--- config.mk ---
export PLATFORM = sky130hd
export DESIGN_NAME = link_top
export DESIGN_NICKNAME = d
export VERILOG_FILES = /design/src/verilog/link_pkg.sv /design/src/verilog/link_if.sv /design/src/verilog/frame_tx.sv /design/src/verilog/frame_rx.sv /design/src/verilog/link_cs.sv /design/src/verilog/link_top.sv
export SDC_FILE = /design/constraint.sdc
export NUM_CORES = 1
export LEC_CHECK = 0
export ABC_CLOCK_PERIOD_IN_PS = 4200
export BUFFER_PORTS_ARGS = -buffer_cell sky130_fd_sc_hd__buf_2
export CORE_MARGIN = 3
export CORE_UTILIZATION = 53
export CTS_BUF_LIST = sky130_fd_sc_hd__clkbuf_8
export CTS_CLUSTER_DIAMETER = 50
export DETAILED_ROUTE_END_ITERATION = 10
export PLACE_DENSITY = 0.71
export SYNTH_ARGS = -nofsm -noshare
export SYNTH_HDL_FRONTEND = slang
export SYNTH_SLANG_ARGS = --single-unit
--- constraint.sdc ---
create_clock -name clk -period 4.2 [get_ports clk]
set_input_delay 0.84 -clock clk [delete_from_list [all_inputs] [get_ports clk]]
set_output_delay 0.84 -clock clk [all_outputs]
set_load 0.01 [all_outputs]
--- src/verilog/link_pkg.sv ---
package link_pkg;

    // Widths with a meaning on the link.
    typedef logic [3:0]  btype_t;
    typedef logic [11:0] payload_t;
    typedef logic [3:0]  chk_t;

    // Packet types.
    localparam btype_t BAG_INIT  = 4'd0;
    localparam btype_t BAG_ACK   = 4'd1;
    localparam btype_t BAG_NAK   = 4'd2;
    localparam btype_t BAG_DATA0 = 4'd13;
    localparam btype_t BAG_ERROR = 4'd15;  // Only marks a corrupt frame.

    // Frame layout, LSB on the wire first:
    // start(0), type[3:0], payload[11:0], check[3:0], stop(1).
    localparam int FRAME_BITS = 22;

    localparam int TYPE_POS  = 1;
    localparam int DATA_POS  = 5;
    localparam int CHK_POS   = 17;
    localparam int STOP_POS  = 21;

    typedef logic [FRAME_BITS-1:0] frame_t;

    // Nibble XOR over type and payload.
    function automatic chk_t frame_chk(
        input btype_t   btype,
        input payload_t data
    );
        chk_t chk;
        chk = btype;
        chk = chk ^ data[3:0];
        chk = chk ^ data[7:4];
        chk = chk ^ data[11:8];
        return chk;
    endfunction

    // Bit string for one frame, bit 0 goes out first.
    function automatic frame_t frame_build(
        input btype_t   btype,
        input payload_t data
    );
        frame_t frame;
        frame = '1;
        frame[0] = 1'b0;
        frame[TYPE_POS +: 4] = btype;
        frame[DATA_POS +: 12] = data;
        frame[CHK_POS +: 4] = frame_chk(btype, data);
        frame[STOP_POS] = 1'b1;
        return frame;
    endfunction

endpackage

--- src/verilog/link_if.sv ---
`timescale 1ns/10ps

// Four-phase packet handshake between the controller and a serial stage.
interface link_if;

    logic              strobe;
    logic              done;
    link_pkg::btype_t   btype;
    link_pkg::payload_t data;

    modport src (
        output strobe,
        output btype,
        output data,
        input  done
    );

    modport dst (
        input  strobe,
        input  btype,
        input  data,
        output done
    );

endinterface

--- src/verilog/frame_tx.sv ---
`timescale 1ns/10ps

module frame_tx #(
    parameter int BIT_CYCLES = 4
) (
    input  logic clk,
    input  logic rst,
    link_if.dst  tx,
    output logic ser_out
);

    localparam int CW = (BIT_CYCLES > 1) ? $clog2(BIT_CYCLES) : 1;
    localparam int BW = $clog2(link_pkg::FRAME_BITS);

    typedef enum logic [1:0] {
        TX_IDLE,
        TX_SHIFT,
        TX_DONE
    } tx_state_t;

    tx_state_t         state;
    logic [CW-1:0]     cyc_cnt;
    logic [BW-1:0]     bit_cnt;
    link_pkg::frame_t  shift_reg;
    logic              bit_end;

    assign bit_end = (cyc_cnt == CW'(BIT_CYCLES - 1));
    assign ser_out = shift_reg[0];  // Idle shifts in ones.
    assign tx.done = (state == TX_DONE);

    always_ff @(posedge clk or posedge rst) begin
        if (rst) begin
            state     <= TX_IDLE;
            cyc_cnt   <= '0;
            bit_cnt   <= '0;
            shift_reg <= '1;
        end else begin
            case (state)
                TX_IDLE: begin
                    if (tx.strobe) begin
                        shift_reg <= link_pkg::frame_build(tx.btype, tx.data);
                        cyc_cnt   <= '0;
                        bit_cnt   <= '0;
                        state     <= TX_SHIFT;
                    end
                end
                TX_SHIFT: begin
                    if (bit_end) begin
                        cyc_cnt   <= '0;
                        shift_reg <= {1'b1, shift_reg[link_pkg::FRAME_BITS-1:1]};
                        if (bit_cnt == BW'(link_pkg::FRAME_BITS - 1)) begin
                            state <= TX_DONE;  // Stop bit is over.
                        end else begin
                            bit_cnt <= bit_cnt + 1'b1;
                        end
                    end else begin
                        cyc_cnt <= cyc_cnt + 1'b1;
                    end
                end
                TX_DONE: if (!tx.strobe) state <= TX_IDLE;
                default: state <= TX_IDLE;
            endcase
        end
    end

    // The source must hold its request until the frame is out.
    a_strobe_held: assert property (@(posedge clk) disable iff (rst)
        $fell(tx.strobe) |-> $past(tx.done));

endmodule

--- src/verilog/frame_rx.sv ---
`timescale 1ns/10ps

module frame_rx #(
    parameter int BIT_CYCLES = 4
) (
    input  logic clk,
    input  logic rst,
    input  logic ser_in,
    link_if.src  rx
);

    localparam int CW   = (BIT_CYCLES > 1) ? $clog2(BIT_CYCLES) : 1;
    localparam int BW   = $clog2(link_pkg::FRAME_BITS);
    localparam int HALF = BIT_CYCLES / 2;
    localparam int NB   = link_pkg::FRAME_BITS - 1;  // Bits after the start bit.

    typedef enum logic [2:0] {
        RX_IDLE,
        RX_START,
        RX_BITS,
        RX_STROBE,
        RX_RELEASE
    } rx_state_t;

    rx_state_t         state;
    logic              sync_1, sync_2, sync_3;
    logic              start_fall;
    logic [CW-1:0]     cyc_cnt;
    logic [BW-1:0]     bit_cnt;
    logic [NB-1:0]     shift_reg;
    logic [NB-1:0]     bits_next;
    link_pkg::btype_t   btype_n;
    link_pkg::payload_t data_n;
    link_pkg::chk_t     chk_n;
    logic              frame_ok;

    // Two-flop synchronizer, third flop for the edge.
    always_ff @(posedge clk or posedge rst) begin
        if (rst) begin
            sync_1 <= 1'b1;
            sync_2 <= 1'b1;
            sync_3 <= 1'b1;
        end else begin
            sync_1 <= ser_in;
            sync_2 <= sync_1;
            sync_3 <= sync_2;
        end
    end

    assign start_fall = sync_3 && !sync_2;

    // Fields as they stand once the stop bit is shifted in.
    assign bits_next = {sync_2, shift_reg[NB-1:1]};
    assign btype_n   = bits_next[3:0];
    assign data_n    = bits_next[15:4];
    assign chk_n     = bits_next[19:16];
    assign frame_ok  = bits_next[NB-1] && (chk_n == link_pkg::frame_chk(btype_n, data_n));

    assign rx.strobe = (state == RX_STROBE);

    always_ff @(posedge clk or posedge rst) begin
        if (rst) begin
            state   <= RX_IDLE;
            cyc_cnt <= '0;
            bit_cnt <= '0;
        end else begin
            case (state)
                RX_IDLE: begin
                    if (start_fall) begin
                        cyc_cnt <= CW'(1);  // Edge cycle counts as the first.
                        state   <= RX_START;
                    end
                end
                RX_START: begin
                    if (cyc_cnt == CW'(HALF)) begin
                        cyc_cnt <= '0;
                        bit_cnt <= '0;
                        state   <= sync_2 ? RX_IDLE : RX_BITS;  // High again is a glitch.
                    end else begin
                        cyc_cnt <= cyc_cnt + 1'b1;
                    end
                end
                RX_BITS: begin
                    if (cyc_cnt == CW'(BIT_CYCLES - 1)) begin
                        cyc_cnt <= '0;
                        bit_cnt <= bit_cnt + 1'b1;
                        if (bit_cnt == BW'(NB - 1)) state <= RX_STROBE;
                    end else begin
                        cyc_cnt <= cyc_cnt + 1'b1;
                    end
                end
                RX_STROBE: if (rx.done) state <= RX_RELEASE;
                RX_RELEASE: if (!rx.done) state <= RX_IDLE;
                default: state <= RX_IDLE;
            endcase
        end
    end

    always_ff @(posedge clk) begin
        if (state == RX_BITS && cyc_cnt == CW'(BIT_CYCLES - 1)) begin
            shift_reg <= bits_next;
            if (bit_cnt == BW'(NB - 1)) begin
                rx.btype <= frame_ok ? btype_n : link_pkg::BAG_ERROR;
                rx.data  <= data_n;
            end
        end
    end

endmodule

--- src/verilog/link_cs.sv ---
`timescale 1ns/10ps

module link_cs #(
    parameter int TIMEOUT   = 256,
    parameter int MAX_TRIES = 4
) (
    input  logic               clk,
    input  logic               rst,

    input  logic               send_req,
    input  link_pkg::btype_t   send_btype,
    input  link_pkg::payload_t send_data,
    output logic               send_done,
    output logic               send_ok,

    output logic               read_valid,
    output link_pkg::btype_t   read_btype,
    output link_pkg::payload_t read_data,
    input  logic               read_ack,

    link_if.src                tx,
    link_if.dst                rx
);

    localparam int TW  = $clog2(TIMEOUT + 1);
    localparam int TRW = $clog2(MAX_TRIES + 1);

    typedef enum logic [3:0] {
        CS_IDLE,
        CS_WAIT,
        CS_SEND_PREP,
        CS_SEND_DATA,
        CS_ANS_WAIT,
        CS_ANS_TAKE,
        CS_ANS_DONE,
        CS_SEND_DONE,
        CS_READ_PREP,
        CS_READ_DATA,
        CS_REPLY_PREP,
        CS_REPLY_DATA,
        CS_READ_DONE
    } cs_state_t;

    cs_state_t state, next_state;

    logic [TW-1:0]  time_cnt;
    logic [TRW-1:0] tries;
    logic           ans_retry;  // Decision taken from the last answer.
    logic           time_up;

    assign time_up = (time_cnt == TW'(TIMEOUT - 1));

    assign send_done  = (state == CS_SEND_DONE);
    assign read_valid = (state == CS_READ_DONE);
    assign tx.strobe  = (state == CS_SEND_DATA) || (state == CS_REPLY_DATA);
    assign rx.done    = (state == CS_ANS_DONE) || (state == CS_READ_DATA);

    always_ff @(posedge clk or posedge rst) begin
        if (rst) begin
            state <= CS_IDLE;
        end else begin
            state <= next_state;
        end
    end

    always_comb begin
        next_state = state;
        case (state)
            CS_IDLE: next_state = CS_WAIT;
            CS_WAIT: begin
                if (send_req) begin
                    next_state = CS_SEND_PREP;  // Sends win a tie.
                end else if (rx.strobe) begin
                    next_state = CS_READ_PREP;
                end
            end
            CS_SEND_PREP: next_state = CS_SEND_DATA;
            CS_SEND_DATA: if (tx.done) next_state = CS_ANS_WAIT;
            CS_ANS_WAIT: begin
                if (rx.strobe) begin
                    next_state = CS_ANS_TAKE;
                end else if (time_up) begin
                    next_state = CS_SEND_DONE;
                end
            end
            CS_ANS_TAKE: next_state = CS_ANS_DONE;
            CS_ANS_DONE: begin
                if (!rx.strobe) begin
                    next_state = ans_retry ? CS_SEND_DATA : CS_SEND_DONE;
                end
            end
            CS_SEND_DONE: if (!send_req) next_state = CS_WAIT;
            CS_READ_PREP: next_state = CS_READ_DATA;
            CS_READ_DATA: if (!rx.strobe) next_state = CS_REPLY_PREP;
            CS_REPLY_PREP: next_state = CS_REPLY_DATA;
            CS_REPLY_DATA: if (tx.done) next_state = CS_READ_DONE;
            CS_READ_DONE: if (read_ack) next_state = CS_WAIT;
            default: next_state = CS_IDLE;
        endcase
    end

    // Answer wait timer, runs only in the wait state.
    always_ff @(posedge clk or posedge rst) begin
        if (rst) begin
            time_cnt <= '0;
        end else if (state == CS_ANS_WAIT) begin
            time_cnt <= time_cnt + 1'b1;
        end else begin
            time_cnt <= '0;
        end
    end

    // Try counter and the outcome of each answer.
    always_ff @(posedge clk or posedge rst) begin
        if (rst) begin
            tries     <= '0;
            ans_retry <= 1'b0;
            send_ok   <= 1'b0;
        end else begin
            case (state)
                CS_SEND_PREP: begin
                    tries     <= TRW'(1);
                    ans_retry <= 1'b0;
                    send_ok   <= 1'b0;
                end
                CS_ANS_TAKE: begin
                    send_ok   <= (rx.btype == link_pkg::BAG_ACK);
                    ans_retry <= (rx.btype != link_pkg::BAG_ACK) && (tries < TRW'(MAX_TRIES));
                end
                CS_ANS_DONE: if (!rx.strobe && ans_retry) tries <= tries + 1'b1;
                default: ;
            endcase
        end
    end

    always_ff @(posedge clk or posedge rst) begin
        if (rst) begin
            tx.btype <= link_pkg::BAG_INIT;
        end else if (state == CS_SEND_PREP) begin
            tx.btype <= send_btype;
        end else if (state == CS_REPLY_PREP) begin
            // NAK a corrupt frame, ACK anything else.
            tx.btype <= (read_btype == link_pkg::BAG_ERROR) ? link_pkg::BAG_NAK
                                                            : link_pkg::BAG_ACK;
        end
    end

    always_ff @(posedge clk) begin
        if (state == CS_SEND_PREP) begin
            tx.data <= send_data;
        end else if (state == CS_REPLY_PREP) begin
            tx.data <= '0;  // Replies carry no payload.
        end
    end

    always_ff @(posedge clk or posedge rst) begin
        if (rst) begin
            read_btype <= link_pkg::BAG_INIT;
        end else if (state == CS_READ_PREP) begin
            read_btype <= rx.btype;
        end
    end

    always_ff @(posedge clk) begin
        if (state == CS_READ_PREP) begin
            read_data <= rx.data;
        end
    end

    // The host holds its request until the send is finished.
    a_send_held: assert property (@(posedge clk) disable iff (rst)
        $fell(send_req) |-> $past(send_done));

endmodule

--- src/verilog/link_top.sv ---
`timescale 1ns/10ps

module link_top #(
    parameter int BIT_CYCLES = 4,
    parameter int TIMEOUT    = 256,
    parameter int MAX_TRIES  = 4
) (
    input  logic               clk,
    input  logic               rst,

    input  logic               send_req,
    input  link_pkg::btype_t   send_btype,
    input  link_pkg::payload_t send_data,
    output logic               send_done,
    output logic               send_ok,

    output logic               read_valid,
    output link_pkg::btype_t   read_btype,
    output link_pkg::payload_t read_data,
    input  logic               read_ack,

    output logic               ser_out,
    input  logic               ser_in
);

    link_if tx_link ();
    link_if rx_link ();

    link_cs #(
        .TIMEOUT   (TIMEOUT),
        .MAX_TRIES (MAX_TRIES)
    ) u_cs (
        .clk        (clk),
        .rst        (rst),
        .send_req   (send_req),
        .send_btype (send_btype),
        .send_data  (send_data),
        .send_done  (send_done),
        .send_ok    (send_ok),
        .read_valid (read_valid),
        .read_btype (read_btype),
        .read_data  (read_data),
        .read_ack   (read_ack),
        .tx         (tx_link.src),
        .rx         (rx_link.dst)
    );

    frame_tx #(.BIT_CYCLES(BIT_CYCLES)) u_tx (
        .clk     (clk),
        .rst     (rst),
        .tx      (tx_link.dst),
        .ser_out (ser_out)
    );

    frame_rx #(.BIT_CYCLES(BIT_CYCLES)) u_rx (
        .clk    (clk),
        .rst    (rst),
        .ser_in (ser_in),
        .rx     (rx_link.src)
    );

endmodule

==> metrics.md <==
| Metric | Value |
|---|---|
| Layout cells sized above 1 | 21.7% |
| Placement Rows | 37 |
| EDFF count, synth | 60 |
| CP Class | register to register |
| Max Fclk | 387 MHz |
| Final HPWL DP | roughly 7100 µm |
| Max Cap Viol | 0 |
| DIE AREA | between 10,000 and 15,000 µm² |
| Synth Register Bits | approximately 130 |
| Finished Cell Area | between 6000 and 7000 µm² |
| Main area contributors after synthesis | edfxtp_1 32%, dfrtp_1 20%, dfstp_2 11%, nand2_1 4.2%, xnor2_1 3.7% |
| Post-Synth XOR/XNOR Area | around 5.5% |
| Setup Slack @ Placement | around 1700 ps |
| Initial antenna violation count | 0 |
| GP Congestion | about 0.81 |
| Mux contribution to synthesized area | 2.20% |
| Syn avg cell area | around 12 µm² |
| Area of the core | approximately 10,000 µm² |
| Crit path max-delay cell type | dfrtp_1 |
| Peak fanout along the critical path | 20 |
| Global-route usage over all layers | a little under a fifth |
| Total CTS buffers | 17 |
| Top FF cell, synth | edfxtp_1 |
| Hold Buf Count CTS | 0 |
| Synth top area share | 31.7% |
| Final min period | between 2000 and 3000 ps |
| Routed Antenna Nets | 0 |
| Adder-Cell Fraction of Synth Area | 2.64% |
| Main combinational cell family by area after synthesis | simple AND/OR/NAND/NOR gates |
| Most area-hungry cell type in the Yosys netlist | edfxtp_1 |
| Status | completed |
| Vias in the first global route | between 3,000 and 4,000 |
| Area growth, synth to finish | 12.4% |
| Initial DRC Count | roughly 340 |
| Most common cell in the netlist | nand2_1 |
| Normalized max-slew margin | between 15 and 20% |
| Post-synth cell types | 56 |
| Routed via count | 3,637 |
| Clock Sink Count | around 130 |
| Max FFs per register | 21 |
| First-pass DRT Iterations | 4 |
| Post-Syn Nets | between 500 and 600 |
| Total wire length | between 10,000 and 15,000 µm |
| Critical Path AT | around 2900 ps |
| Post-synthesis compound-gate area fraction | approximately 9.6% |
| DRC viols | 0 |
| Setup violators final | 0 |
| First-pass GRT wire length | ~18,000 µm |
| Setup total negative slack | 0 ps |
| Final count of pins violating max slew | 0 |
| CP max stage delay | approximately 720 ps |
| Post-Synth Simple-Gate Area | between 10% and 20% |
| Die H | about 110 µm |
| Clock latency on the worst-skew pair | 440 ps |
| Clock Tree Root | clkbuf_8 |
| ANT cells | 0 |
| Final Hold Fails | 0 |
| Syn. warnings | 0 |
| Worst setup margin | between 1500 and 2000 ps |
| IO Count | about 40 |
| Worst-path clk slew | roughly 80 ps |
| Worst min-delay path class | register to register |
| # resized after CTS | 0 |
| RSZ-0062 raised after global routing | no |
| Post-CTS Setup Bufs | 0 |
| PD cells | a little under 700 nW/µm² |
| Mapped Cells | just under 500 |
| Setup crit start kind | register |
| LEAKAGE | 2.61 nW |
| Synthesized cell area | roughly 5700 µm² |
| Die X | around 110 µm |
| Non-filler cells, final | 674 |
| Placed cell areas | 6000 µm² |
| Layout Nets | about 560 |
| Worst Tran Pin Value | between 1000 and 1500 ps |
| Setup crit end kind | register |
| Asr flop ratio synth | 53.5% |
| Max rail drop VDD | 0.316 mV |
| GR Overflow Total | 0 |
| Clock Path Buffers | 2 |
| TritonCTS clock tree | yes |
| Crit-path cells | nor2b_1 -> and2_1 -> nor3b_1 -> nor2_1 |
| Tcrit/Tclk final | 61.5% |
| Number of I/O port buffers | 40 |
| H-tree levels | 4 |
| Data required, critical path | ~4500 ps |
| Clk_skew | approximately 11 ps |
| Initial Util | around 55% |
| Post-synth top cells | 64 x nand2_1, 60 x edfxtp_1, 46 x nor2_1, 45 x dfrtp_1 |
| Wirelength per Cell | around 15 µm |
| Placed cells | around 640 |
| Largest net degree at the start of global routing | between 50 and 60 |
| Register area share after synthesis | around 63% |
| DR vias/cell | between 5 and 6 |
-- metrics by stage --
| stage | utilization [%] | power, W | hold slack [ps] |
|---|---|---|---|
| after global placement | 57.9 | 0.00332 | 347 |
| after floorplan | - | 0.00305 | 345 |
| final | 61.5 | 0.00435 | 368 |
| after CTS | 61.5 | 0.00439 | 367 |
| after global routing | 61.5 | 0.00466 | 377 |
| after detailed placement | 57.9 | 0.00338 | 347 |
-- path summary, 6_finish.rpt --
path / startpoint / cells after the start / slack [ps] / endpoint
setup / recovery: u_cs.state[1] / 4 / 1620 / u_tx.bit_cnt[4]
setup reg to reg: u_cs.state[1] / 4 / 1620 / u_tx.bit_cnt[4]
hold / removal: u_rx.sync_1 / 0 / 370 / u_rx.sync_2
hold reg to reg: u_rx.sync_1 / 0 / 370 / u_rx.sync_2
min in group asynchronous: rst / 2 / 670 / u_rx.state[2]
max in group asynchronous: rst / 3 / 2670 / u_cs.time_cnt[3]
-- kinds of logic after synthesis --
| family | count (synthesis) |
|---|---|
| AO/OA/AOI/OAI | 83 |
| XOR/XNOR | 34 |
| flip-flops | 129 |
| adder cells (fa/ha/maj) | 12 |
| AND/OR/NAND/NOR | 177 |
| buffers and inverters | 37 |
| multiplexers | 11 |
-- layout make-up --
class	instances	area [µm²]
timing repair buffer	44	230
fill	837	3990
clock inverter	14	131
multi-input combinational	317	1980
clock buffer	18	248
inverter	16	60.1
tap	136	170
sequential	129	3560
-- layout by cell type, fill, tap and decap left out, types with 12 or more instances in the layout --
cell type | Yosys | layout
ha_1 | 12 | 12
inv_1 | 16 | 16
and3_1 | 13 | 13
nand2_1 | 64 | 64
clkbuf_8 | 0 | 18
xnor2_1 | 24 | 24
o21ai_0 | 23 | 23
buf_2 | 5 | 40
a31oi_1 | 17 | 17
dfstp_2 | 24 | 24
nand2b_1 | 13 | 13
dfrtp_1 | 45 | 45
nor2_1 | 46 | 46
edfxtp_1 | 60 | 60
-- worst max-delay path: cells and delay by family (launching register included) --
kind          cells  cell delay [ps]
simple gates      4             1720
flops             1              720
-- power breakdown --
part	switching [W]	total [W]	internal, W
logic	0.000719	0.00129	0.000571
registers	0.000303	0.00206	0.00175
clock network	0.000509	0.00100	0.000492
-- routing by layer --
layer / vias up / share of wire (%) / track usage, %
met5: - / 0 / 0
met1: 1770 / 46 / 24.9
li1: 1795 / - / -
met4: 0 / 1.4 / 8.28
met3: 16 / 3.7 / 5.52
met2: 56 / 48 / 30.2
Power figures use the tool's default switching activity.
